**src/source/uc_pkg.sv**
```systemverilog
/*
 * Shared definitions for the microcode control core.
 * Condition codes, flag bit positions and microword field widths.
 * Modules pull these in with a wildcard import in their header.
 */

package uc_pkg;

   ////////////////////////////////////////////////////////////
   // Widths
   ////////////////////////////////////////////////////////////

   localparam int COND_W  = 4;   // Condition field in the microword
   localparam int OPC_W   = 4;   // Opcode bits used for dispatch
   localparam int IR_W    = 16;  // Instruction register
   localparam int FLAGS_W = 4;   // V, L, Z, N

   // Flag positions inside the flags vector
   localparam int FLAG_V = 0;
   localparam int FLAG_L = 1;
   localparam int FLAG_Z = 2;
   localparam int FLAG_N = 3;

   // Skip condition codes, skip happens when the selected source reads 0
   typedef enum logic [COND_W-1:0] {
      COND_ALWAYS = 4'd0,   // Never skips
      COND_IR0    = 4'd1,
      COND_IR1    = 4'd2,
      COND_IR2    = 4'd3,
      COND_IR3    = 4'd4,
      COND_IR4    = 4'd5,
      COND_IR5    = 4'd6,
      COND_IR6    = 4'd7,
      COND_EXT1   = 4'd8,   // Reserved expansion inputs
      COND_EXT2   = 4'd9,
      COND_EXT3   = 4'd10,
      COND_FV     = 4'd11,
      COND_FL     = 4'd12,
      COND_FZ     = 4'd13,
      COND_FN     = 4'd14,
      COND_BRANCH = 4'd15   // Branch test result
   } cond_t;

   // Microword is end_inst, flag_we, cond, ctrl from the top bit down
   function automatic int uword_width(int ctrl_w);
      return ctrl_w + COND_W + 2;
   endfunction

endpackage

```
**src/source/ucode_store.sv**
```systemverilog
/*
 * Writable microcode memory.
 * Loaded through a clocked write port, read combinationally so the
 * sequencer sees the microword in the same cycle as its address.
 */

`timescale 1ns/1ps

module ucode_store
   import uc_pkg::*;
#(
   parameter int UPC_W   = 6,
   parameter int UWORD_W = uword_width(12)   // 12 control lines by default
) (
   input  logic               clk4,
   input  logic               we,      // Load strobe
   input  logic [UPC_W-1:0]   waddr,
   input  logic [UWORD_W-1:0] wdata,
   input  logic [UPC_W-1:0]   raddr,   // Micro-program counter
   output logic [UWORD_W-1:0] rdata    // Current microword
);

   localparam int DEPTH = 2 ** UPC_W;

   // One word per micro-address, contents undefined until loaded
   logic [UWORD_W-1:0] mem [DEPTH];

   ////////////////////////////////////////////////////////////
   // Load port
   ////////////////////////////////////////////////////////////

   always_ff @(posedge clk4) begin
      if (we) begin
         mem[waddr] <= wdata;   // New word visible from next cycle
      end
   end

   ////////////////////////////////////////////////////////////
   // Fetch port
   ////////////////////////////////////////////////////////////

   // Asynchronous read
   // Fetch and decode both happen inside one micro-cycle
   assign rdata = mem[raddr];

endmodule

```
**src/source/flag_reg.sv**
```systemverilog
/*
 * Processor flag register for V, L, Z and N.
 * All four load together from the ALU result lines when the
 * current microword asserts its flag write strobe.
 */

`timescale 1ns/1ps

module flag_reg
   import uc_pkg::*;
(
   input  logic               clk4,
   input  logic               arst_n,
   input  logic               we,      // flag_we from the sequencer
   input  logic               alu_v,   // Overflow
   input  logic               alu_l,   // Link / carry
   input  logic               alu_z,   // Zero
   input  logic               alu_n,   // Negative
   output logic [FLAGS_W-1:0] flags
);

   logic [FLAGS_W-1:0] flags_d;

   // Pack ALU outputs in flag-vector order
   always_comb begin
      flags_d         = '0;
      flags_d[FLAG_V] = alu_v;
      flags_d[FLAG_L] = alu_l;
      flags_d[FLAG_Z] = alu_z;
      flags_d[FLAG_N] = alu_n;
   end

   ////////////////////////////////////////////////////////////
   // Flag storage
   ////////////////////////////////////////////////////////////

   always_ff @(posedge clk4 or negedge arst_n) begin
      if (!arst_n) begin
         flags <= '0;        // All flags clear out of reset
      end else if (we) begin
         flags <= flags_d;   // Whole set at once, no partial update
      end
   end

   // A skipped or stalled word never reaches here with we high
   // The sequencer already masks the strobe

endmodule

```
**src/source/skip_unit.sv**
```systemverilog
/*
 * Skip unit of the control core.
 * Picks one condition source per micro-instruction and registers an
 * active-low skip that covers the following micro-instruction.
 */

`timescale 1ns/1ps

module skip_unit
   import uc_pkg::*;
(
   input  logic               clk4,
   input  logic               arst_n,
   input  logic [IR_W-1:0]    ir,
   input  cond_t              cond,       // From the current microword
   input  logic [FLAGS_W-1:0] flags,
   input  logic [2:0]         cext,       // Reserved expansion conditions
   input  logic               nskipext,   // External skip request, active low
   output logic               nskip       // Registered, active low
);

   ////////////////////////////////////////////////////////////
   // Branch test
   ////////////////////////////////////////////////////////////

   logic hit_v;
   logic hit_l;
   logic hit_z;
   logic hit_n;
   logic br_any;
   logic br_test;

   // IR[3:0] masks the flags, bit 0 for V up to bit 3 for N
   assign hit_v = flags[FLAG_V] & ir[0];
   assign hit_l = flags[FLAG_L] & ir[1];
   assign hit_z = flags[FLAG_Z] & ir[2];
   assign hit_n = flags[FLAG_N] & ir[3];

   assign br_any  = hit_v | hit_l | hit_z | hit_n;
   assign br_test = br_any ^ ir[4];   // IR4 inverts the sense

   ////////////////////////////////////////////////////////////
   // Condition select
   ////////////////////////////////////////////////////////////

   logic sel;       // 0 means skip the next word
   logic nskip_d;

   always_comb begin
      unique case (cond)
         COND_ALWAYS: sel = 1'b1;   // Nothing to test
         COND_IR0:    sel = ir[0];
         COND_IR1:    sel = ir[1];
         COND_IR2:    sel = ir[2];
         COND_IR3:    sel = ir[3];
         COND_IR4:    sel = ir[4];
         COND_IR5:    sel = ir[5];
         COND_IR6:    sel = ir[6];
         COND_EXT1:   sel = cext[0];
         COND_EXT2:   sel = cext[1];
         COND_EXT3:   sel = cext[2];
         COND_FV:     sel = flags[FLAG_V];
         COND_FL:     sel = flags[FLAG_L];
         COND_FZ:     sel = flags[FLAG_Z];
         COND_FN:     sel = flags[FLAG_N];
         COND_BRANCH: sel = br_test;
         default:     sel = 1'b1;
      endcase
   end

   // External request overrides whatever the condition said
   assign nskip_d = sel & nskipext;

   ////////////////////////////////////////////////////////////
   // Skip register
   ////////////////////////////////////////////////////////////

   // Holds for exactly one micro-instruction
   always_ff @(posedge clk4 or negedge arst_n) begin
      if (!arst_n) begin
         nskip <= 1'b1;   // Nothing skipped after reset
      end else begin
         nskip <= nskip_d;
      end
   end

endmodule

```
**src/source/micro_seq.sv**
```systemverilog
/*
 * Microsequencer with opcode dispatch.
 * Steps the micro-program counter and splits the microword into its
 * fields, masking them while a word is skipped or run is low.
 */

`timescale 1ns/1ps

module micro_seq
   import uc_pkg::*;
#(
   parameter int UPC_W  = 6,
   parameter int CTRL_W = 12
) (
   input  logic                          clk4,
   input  logic                          arst_n,
   input  logic                          run,      // Stall when low
   input  logic [OPC_W-1:0]              ir_opc,   // IR[15:12]
   input  logic [uword_width(CTRL_W)-1:0] uword,
   input  logic                          nskip,    // Current word skipped when low
   output logic [UPC_W-1:0]              upc,
   output cond_t                         cond,
   output logic                          flag_we,
   output logic [CTRL_W-1:0]             ctrl
);

   localparam int UWORD_W  = uword_width(CTRL_W);
   localparam int END_BIT  = UWORD_W - 1;
   localparam int FWE_BIT  = UWORD_W - 2;
   localparam int COND_LSB = CTRL_W;

   // Dispatch address needs room for the opcode
   if (UPC_W < OPC_W) begin : g_width_check
      $error("UPC_W must be at least OPC_W");
   end

   ////////////////////////////////////////////////////////////
   // Field decode
   ////////////////////////////////////////////////////////////

   logic              w_end;
   logic              w_fwe;
   cond_t             w_cond;
   logic [CTRL_W-1:0] w_ctrl;
   logic              active;   // Word takes effect this cycle

   assign w_end  = uword[END_BIT];
   assign w_fwe  = uword[FWE_BIT];
   assign w_cond = cond_t'(uword[COND_LSB +: COND_W]);
   assign w_ctrl = uword[CTRL_W-1:0];

   assign active = run & nskip;

   // Skipped or stalled words turn into a no-op
   assign cond    = active ? w_cond : COND_ALWAYS;   // Lets nskip recover
   assign flag_we = active & w_fwe;
   assign ctrl    = active ? w_ctrl : '0;

   ////////////////////////////////////////////////////////////
   // Micro-program counter
   ////////////////////////////////////////////////////////////

   logic [UPC_W-1:0] upc_disp;
   logic [UPC_W-1:0] upc_d;

   // Opcode in the top bits, one block of words per instruction
   assign upc_disp = UPC_W'(ir_opc) << (UPC_W - OPC_W);

   always_comb begin
      if (!run) begin
         upc_d = upc;                 // Hold while stalled
      end else if (nskip && w_end) begin
         upc_d = upc_disp;            // End of instruction
      end else begin
         upc_d = upc + 1'b1;          // Skipped end_inst falls through here
      end
   end

   always_ff @(posedge clk4 or negedge arst_n) begin
      if (!arst_n) begin
         upc <= '0;
      end else begin
         upc <= upc_d;
      end
   end

endmodule

```
**src/source/control_top.sv**
```systemverilog
/*
 * Top level of the microcode control core.
 * Connects microcode store, sequencer, flag register and skip unit.
 */

`timescale 1ns/1ps

module control_top
   import uc_pkg::*;
#(
   parameter int UPC_W  = 6,
   parameter int CTRL_W = 12
) (
   input  logic                           clk4,
   input  logic                           arst_n,
   input  logic                           run,
   input  logic [IR_W-1:0]                ir,
   input  logic                           alu_v,
   input  logic                           alu_l,
   input  logic                           alu_z,
   input  logic                           alu_n,
   input  logic [2:0]                     cext,
   input  logic                           nskipext,
   input  logic                           ucode_we,     // Microcode load
   input  logic [UPC_W-1:0]               ucode_addr,
   input  logic [uword_width(CTRL_W)-1:0] ucode_data,
   output logic [UPC_W-1:0]               upc,
   output logic [CTRL_W-1:0]              ctrl,
   output logic                           nskip,
   output logic [FLAGS_W-1:0]             flags
);

   localparam int UWORD_W = uword_width(CTRL_W);

   logic [UWORD_W-1:0] uword;     // Word at upc
   cond_t              cond;      // Gated condition
   logic               flag_we;   // Gated flag strobe

   ////////////////////////////////////////////////////////////
   // Store and sequencer
   ////////////////////////////////////////////////////////////

   ucode_store #(
      .UPC_W   (UPC_W),
      .UWORD_W (UWORD_W)
   ) u_store (
      .clk4  (clk4),
      .we    (ucode_we),
      .waddr (ucode_addr),
      .wdata (ucode_data),
      .raddr (upc),
      .rdata (uword)
   );

   micro_seq #(
      .UPC_W  (UPC_W),
      .CTRL_W (CTRL_W)
   ) u_seq (
      .clk4    (clk4),
      .arst_n  (arst_n),
      .run     (run),
      .ir_opc  (ir[IR_W-1 -: OPC_W]),   // Opcode field
      .uword   (uword),
      .nskip   (nskip),
      .upc     (upc),
      .cond    (cond),
      .flag_we (flag_we),
      .ctrl    (ctrl)
   );

   ////////////////////////////////////////////////////////////
   // Flags and skip logic
   ////////////////////////////////////////////////////////////

   flag_reg u_flags (
      .clk4   (clk4),
      .arst_n (arst_n),
      .we     (flag_we),
      .alu_v  (alu_v),
      .alu_l  (alu_l),
      .alu_z  (alu_z),
      .alu_n  (alu_n),
      .flags  (flags)
   );

   skip_unit u_skip (
      .clk4     (clk4),
      .arst_n   (arst_n),
      .ir       (ir),
      .cond     (cond),
      .flags    (flags),
      .cext     (cext),
      .nskipext (nskipext),
      .nskip    (nskip)    // Back to the sequencer
   );

endmodule

```
**config.mk**
```make
export PLATFORM = sky130hd
export DESIGN_NAME = control_top
export DESIGN_NICKNAME = d
export VERILOG_FILES = /design/src/source/uc_pkg.sv /design/src/source/ucode_store.sv /design/src/source/flag_reg.sv /design/src/source/skip_unit.sv /design/src/source/micro_seq.sv /design/src/source/control_top.sv
export SDC_FILE = /design/constraint.sdc
export NUM_CORES = 1
export LEC_CHECK = 0
export ABC_CLOCK_PERIOD_IN_PS = 3600
export BUFFER_PORTS_ARGS = -buffer_cell sky130_fd_sc_hd__buf_2
export CAP_MARGIN = 20
export CORE_MARGIN = 5
export CORE_UTILIZATION = 60
export DETAILED_ROUTE_END_ITERATION = 8
export PLACE_DENSITY = 0.8
export SETUP_SLACK_MARGIN = 0.5
export SYNTH_ARGS = -nofsm -noshare
export SYNTH_HDL_FRONTEND = slang
export SYNTH_SLANG_ARGS = --single-unit
```
**constraint.sdc**
```tcl
create_clock -name clk4 -period 3.6 [get_ports clk4]
set_clock_uncertainty 0.15 [all_clocks]
set_input_delay 0.18 -clock clk4 [delete_from_list [all_inputs] [get_ports clk4]]
set_output_delay 0.18 -clock clk4 [all_outputs]
set_load 0.01 [all_outputs]
```
**Word-level counts from Yosys, hierarchy flattened**

Memory sizes are Yosys's and may differ from the RTL's.
Index checks and enable logic that the tools add are counted.
Widths: inputs -> output; s select.

- Bitwise operators: 11
- Reductions and logical operators: 2
- Add/sub/neg operators: 1
- Equal/unequal tests: 15
- Multiplexer cells: 6

Operators with widths:

| kind | count |
|---|---|
| $eq 4x4->1 const B | 8 |
| $eq 4x3->1 const B | 4 |
| $pmux 1 s16 | 1 |
| $mux 12 | 1 |
| $eq 4x2->1 const B | 2 |
| $and 1x1->1 | 7 |
| $add 6x1->6 const B | 1 |
| $mux 6 | 1 |
| $eq 4x1->1 const B | 1 |
| $logic_not 4->1 | 1 |
| $mux 4 | 1 |
| $or 1x1->1 | 3 |
| $mux 1 | 2 |
| $logic_and 1x1->1 | 1 |
| $xor 1x1->1 | 1 |

- Bits in writable memories: 1152
- Logic and storage cells: 39
- Memories kept: 1
- Flip-flop bits (word level): 11
- Output and inout port bits: 23
- Input bits: 52

Memories:

| name | depth | width | rd ports | clocked after Yosys merged registers in | wr ports | line | text |
|---|---|---|---|---|---|---|---|
| u_store.mem | 64 | 18 | 1 | 0 | 1 | ucode_store.sv:26 | `logic [UWORD_W-1:0] mem [DEPTH];` |

**Depth between registers and ports, before layout**

- Depth in word-level cells: 7
- Depth in mapped cells: 14

**Hierarchy**

From an unflattened synthesis, not the netlist that was laid out.

- Cells, all modules: 2022
- Area, all modules: 45059.5 um^2

By module, submodules not included:

| module | sequential area each (um^2) | instances | area an instance (um^2) | cells each |
|---|---|---|---|---|
| ucode_store | 34593.2 | 1 | 44261.2 | 1939 |
| micro_seq | 150.1 | 1 | 444.2 | 57 |
| skip_unit | 26.3 | 1 | 209.0 | 18 |
| flag_reg | 100.1 | 1 | 145.1 | 8 |

**Least setup slack after synthesis**

OpenSTA, ideal clock, no wires.

- Path type: reg-to-output
- From: register u_seq.upc[1]
- To: output ctrl[0]
- Path buffers: 5
- Slack: 328 ps
- Arrival: 2942 ps
- Data required time: 3270 ps
- Cell stages (with the launch flop): 10
- Cells stage by stage: dfrtp_1 > buf_4 > buf_4 > buf_2 > buf_2 > clkbuf_1 > mux4_2 > mux4_2 > mux4_2 > and2_1

- Word-level cells in the longest chain between the ends: 2

Ends and longest elaborated chain:

| item | line | text |
|---|---|---|
| start, declared | micro_seq.sv:21 | `output logic [UPC_W-1:0] upc,` |
| start signal, assigned | micro_seq.sv:83 | `upc <= upc_d;` |
| $mem_v2 64x18 | n/a |  |
| $mux 12 | micro_seq.sv:57 | `assign ctrl = active ? w_ctrl : '0;` |
| end, declared | control_top.sv:28 | `output logic [CTRL_W-1:0] ctrl,` |

Every way passes these cells.

**Worst setup path in the final report**

- From: register u_seq.upc[0]
- To: output ctrl[10]

The elaborated chain is that of the path after synthesis.

==> run_summary.xml <==
<?xml version="1.0" encoding="UTF-8"?>
<metrics>
  <group name="logic_synthesis">
    <metric name="synth_commonest_cells" unit="">sky130_fd_sc_hd__edfxtp_1 (1152), sky130_fd_sc_hd__mux4_2 (338), sky130_fd_sc_hd__nor2_1 (79)</metric>
    <metric name="yosys_warnings" unit="">0</metric>
    <metric name="synth_area_per_cell" unit="sq um">23.4</metric>
    <metric name="synth_compound_gate_area_share" unit="">0.0105</metric>
    <metric name="syn_inst" unit="">1921</metric>
    <metric name="synth_area_leader_cell" unit="">sky130_fd_sc_hd__edfxtp_1</metric>
    <metric name="area_share_of_fa_ha_maj_cells_after_synthesis" unit="">0.000278</metric>
    <metric name="post_synth_instance_area" unit="sq um">45000</metric>
    <metric name="post_synthesis_cell_type_count" unit="">54</metric>
    <metric name="simple_gate_portion_of_the_synthesized_area" unit="">0.0185</metric>
    <metric name="synth.most_common_cell" unit="">sky130_fd_sc_hd__edfxtp_1</metric>
    <metric name="synth-seq-area-share" unit="">0.774</metric>
    <metric name="synthDominantCellAreaShare" unit="">0.768</metric>
    <metric name="number_of_flops_mapped_to_enable_cells_by_yosys" unit="">1152</metric>
    <metric name="synth.top_cells.by_area" unit="">sky130_fd_sc_hd__edfxtp_1 (77%), sky130_fd_sc_hd__mux4_2 (17%), sky130_fd_sc_hd__mux2i_1 (1.1%), sky130_fd_sc_hd__nor2_1 (0.66%), sky130_fd_sc_hd__dfrtp_1 (0.56%)</metric>
    <metric name="synth_async_sr_flop_share" unit="">0.00946</metric>
    <metric name="multiplexer_area_fraction_after_synthesis" unit="">0.184</metric>
    <metric name="post_synthesis_share_of_cell_area_spent_on_xor_and_xnor_gates" unit="">0</metric>
    <metric name="postSynthNetCount" unit="">1974</metric>
    <metric name="dominant_combinational_cell_family_by_area_after_synthesis" unit="">multiplexers</metric>
    <metric name="yosys_register_bits" unit="">1163</metric>
    <metric name="dominantRegCellSynth" unit="">sky130_fd_sc_hd__edfxtp_1</metric>
  </group>
  <group name="placed_design">
    <metric name="gpl.final_weighted_congestion" unit="">0.888</metric>
    <metric name="place_inst" unit="">2984</metric>
    <metric name="setup_slack_at_placement" unit="ns">0.109</metric>
    <metric name="detailedPlacementHpwl" unit="microns">61400</metric>
    <metric name="dpl_cell_area" unit="sq um">47400</metric>
    <metric name="number_of_buffers_inserted_by_port_buffering" unit="">69</metric>
  </group>
  <group name="global_route">
    <metric name="first_global_vias" unit="">23984</metric>
    <metric name="grt_start_max_net_pins" unit="">65</metric>
    <metric name="grt_first_pass_wirelength" unit="microns">175000</metric>
    <metric name="antenna_violations_before_repair" unit="">7</metric>
    <metric name="grt.total_usage" unit="">0.308</metric>
    <metric name="congestion_overflow_gr" unit="">0</metric>
  </group>
  <group name="setup_path">
    <metric name="r2r_slack" unit="ns">-0.10</metric>
    <metric name="cpMostUsedCell" unit="">sky130_fd_sc_hd__mux4_2</metric>
    <metric name="crit_path_top_delay_cell" unit="">sky130_fd_sc_hd__mux4_2</metric>
    <metric name="critical_path_launch_point_type" unit="">register</metric>
    <metric name="cp.required" unit="ns">3.27</metric>
    <metric name="critical_path.cell_chain" unit="">buf_12, buf_12, buf_6, mux4_2, mux4_2, mux4_2, and2_4, buf_6</metric>
    <metric name="critPathMaxFanout" unit="">12</metric>
    <metric name="worst_path_largest_cell_delay" unit="ns">0.56</metric>
    <metric name="data_arrival_at_the_endpoint_of_the_critical_path" unit="ns">3.70</metric>
    <metric name="cp-end-kind" unit="">output pin</metric>
    <metric name="worstSetupPathType" unit="">register to output pin</metric>
  </group>
  <group name="timing">
    <metric name="post-route-min-period" unit="ns">4.03</metric>
    <metric name="setup-tns-final" unit="ns">-4.84</metric>
    <metric name="finalSetupViolCount" unit="">14</metric>
    <metric name="finalWorstSetupSlack" unit="ns">-0.430</metric>
    <metric name="rsz0062_at_grt" unit="">true</metric>
    <metric name="finalHoldViolations" unit="">0</metric>
    <metric name="max_freq" unit="GHz">0.248</metric>
    <metric name="report.final.slew_viol_count" unit="">0</metric>
    <metric name="period_share" unit="">1.12</metric>
    <metric name="slew_headroom" unit="">0.209</metric>
    <metric name="tightestPinTransition" unit="ns">1.19</metric>
  </group>
  <group name="cells_and_area">
    <metric name="layout.filler_cells" unit="">3873</metric>
    <metric name="design.final.nets" unit="">2291</metric>
    <metric name="post-route-util" unit="">0.714</metric>
    <metric name="final_layout_size_suffix_gt1_frac" unit="">0.380</metric>
    <metric name="syn2layout_area_growth" unit="%">18.1</metric>
    <metric name="final_cells" unit="">3305</metric>
    <metric name="post-route-cell-area" unit="sq um">53200</metric>
  </group>
  <group name="detailed_routing">
    <metric name="drt-initial-drc-count" unit="">3955</metric>
    <metric name="detail_route.vias_per_cell" unit="">7.18</metric>
    <metric name="route.detailed.wl_per_inst" unit="microns">38.1</metric>
    <metric name="route.detailed.drc" unit="">0</metric>
    <metric name="dr.pass1.iters" unit="">9</metric>
    <metric name="number_of_routed_nets_with_antenna_violations" unit="">0</metric>
    <metric name="wirelength" unit="microns">126000</metric>
    <metric name="vias" unit="">23724</metric>
  </group>
  <group name="clock_network">
    <metric name="cts_buffers" unit="">111</metric>
    <metric name="clock_latency_on_the_worst_skew_pair" unit="ns">0.69</metric>
    <metric name="clock_tree_from_tritoncts" unit="">built</metric>
    <metric name="cts.reportedPaths.clkPinSlew" unit="ns">0.07</metric>
    <metric name="cts.root.buffer_cell" unit="">sky130_fd_sc_hd__clkbuf_16</metric>
    <metric name="cts_sinks" unit="">1163</metric>
    <metric name="h-tree-depth" unit="">3</metric>
    <metric name="cts_buffer_depth" unit="">3</metric>
  </group>
  <group name="floorplanning">
    <metric name="num_rows" unit="">100</metric>
    <metric name="core_area" unit="sq um">74400</metric>
    <metric name="dieArea" unit="sq um">80600</metric>
    <metric name="starting_density" unit="">0.605</metric>
    <metric name="die_y" unit="microns">284</metric>
    <metric name="design.portCount" unit="">75</metric>
    <metric name="die_w" unit="microns">284</metric>
  </group>
  <group name="run_status">
    <metric name="violations" unit="">setup timing</metric>
    <metric name="status" unit="">finished, violations left</metric>
  </group>
  <group name="power">
    <metric name="powerDensity" unit="nW/um^2">766</metric>
    <metric name="max-vdd-ir-drop" unit="mV">0.671</metric>
    <metric name="power_leakage" unit="uW">0.0170</metric>
  </group>
  <group name="worst_hold_path">
    <metric name="hold_class" unit="">input port to register</metric>
  </group>
  <group name="job">
    <metric name="max_cap_viol_count" unit="">0</metric>
  </group>
</metrics>
## sequential cells by signal, indices dropped and copies added (netlist names)
| signal | count |
|---|---|
| u_flags.flags | 4 |
| u_store.mem | 1152 |
| u_skip.nskip | 1 |
| u_seq.upc | 6 |
## timing repair
action / in CTS / in global routing
hold endpoints to repair: 86 / 644
hold buffers: 28 / 15
setup buffers: 24 / 11
gates resized for setup: 73 / 43
setup endpoints to repair: 23 / 23
pin swaps: 19 / 12
gates cloned: 12 / 5
## cell families (layout without fill, tap and decap cells)
group	after synthesis	after routing
flops	1163	1163
mux	401	401
simple gates	178	179
buf+inv	110	522
compound gates	68	68
fa+ha+maj	1	1
other cells	0	2
## layer usage
| layer | wire length [microns] | global-route usage | share of wire |
|---|---|---|---|
| met5 | 55 | 0 | 0.00044 |
| met4 | 7280 | 0.139 | 0.058 |
| met3 | 14400 | 0.0691 | 0.11 |
| met2 | 63700 | 0.516 | 0.51 |
| met1 | 40500 | 0.392 | 0.32 |
## final cells by class
| type | instances | area (sq um) | share of cell area |
|---|---|---|---|
| antenna | 2 | 5.00 | 0.0000941 |
| multi-input combinational | 649 | 10100 | 0.189 |
| clock buffer | 143 | 2980 | 0.0561 |
| inverter | 6 | 25.0 | 0.000470 |
| clock inverter | 66 | 758 | 0.0143 |
| timing repair buffer | 307 | 3270 | 0.0615 |
| sequential | 1163 | 34900 | 0.656 |
| tap | 969 | 1210 | 0.0228 |
## critical path: cells and delay by family, from the launching register on
kind                   cells  cell delay, ns
muxes                      3            1.61
buffers and inverters      4            0.67
DFF                        1            0.55
and+or+nand+nor            1            0.19
## cell usage in the layout (no fill, tap or decap), types with 6 or more instances in the layout
cell type	count
sky130_fd_sc_hd__and2_4	10
sky130_fd_sc_hd__bufinv_16	17
sky130_fd_sc_hd__buf_4	117
sky130_fd_sc_hd__mux4_2	338
sky130_fd_sc_hd__dlygate4sd3_1	43
sky130_fd_sc_hd__nand2_1	25
sky130_fd_sc_hd__nor2_1	17
sky130_fd_sc_hd__mux2_2	8
sky130_fd_sc_hd__buf_6	31
sky130_fd_sc_hd__clkbuf_16	120
sky130_fd_sc_hd__clkinv_2	17
sky130_fd_sc_hd__clkinvlp_4	6
sky130_fd_sc_hd__mux2i_1	47
sky130_fd_sc_hd__buf_2	59
sky130_fd_sc_hd__buf_16	16
sky130_fd_sc_hd__nand3_1	11
sky130_fd_sc_hd__clkbuf_1	28
sky130_fd_sc_hd__nor2_2	62
sky130_fd_sc_hd__buf_12	32
sky130_fd_sc_hd__o22ai_1	7
sky130_fd_sc_hd__dfrtp_1	7
sky130_fd_sc_hd__nor2b_1	8
sky130_fd_sc_hd__nand4_1	8
sky130_fd_sc_hd__edfxtp_1	1152
sky130_fd_sc_hd__a21oi_1	6
sky130_fd_sc_hd__clkinv_1	22
## final timing paths
| path | to | startpoint | depth (start not counted) |
|---|---|---|---|
| setup reg to reg | u_skip.nskip | u_seq.upc[0] | 14 |
| hold / removal | u_store.mem[51][7] | ucode_we | 3 |
| setup / recovery | ctrl[10] | u_seq.upc[0] | 8 |
| hold reg to reg | u_flags.flags[1] | u_flags.flags[1] | 1 |
| max in group asynchronous | u_seq.upc[1] | arst_n | 4 |
| min in group asynchronous | u_skip.nskip | arst_n | 3 |
## metrics by stage
stage / hold WS, ns / total power, uW
2_1_floorplan: -0.266 / 22700
3_3_place_gp: -0.0903 / 25900
4_1_cts: 0.00664 / 39700
5_1_grt: 0.0561 / 41900
3_5_place_dp: -0.0800 / 26200
6_report: 0.0577 / 40700
## report_power, final
| group | switching, uW | leakage (uW) | internal [uW] |
|---|---|---|---|
| clock | 5020 | 0.00181 | 7060 |
| sequential | 247 | 0.0105 | 15000 |
| combinational | 6840 | 0.00475 | 6520 |
| total | 12100 | 0.0170 | 28600 |
(Power assumes the default switching activity.)
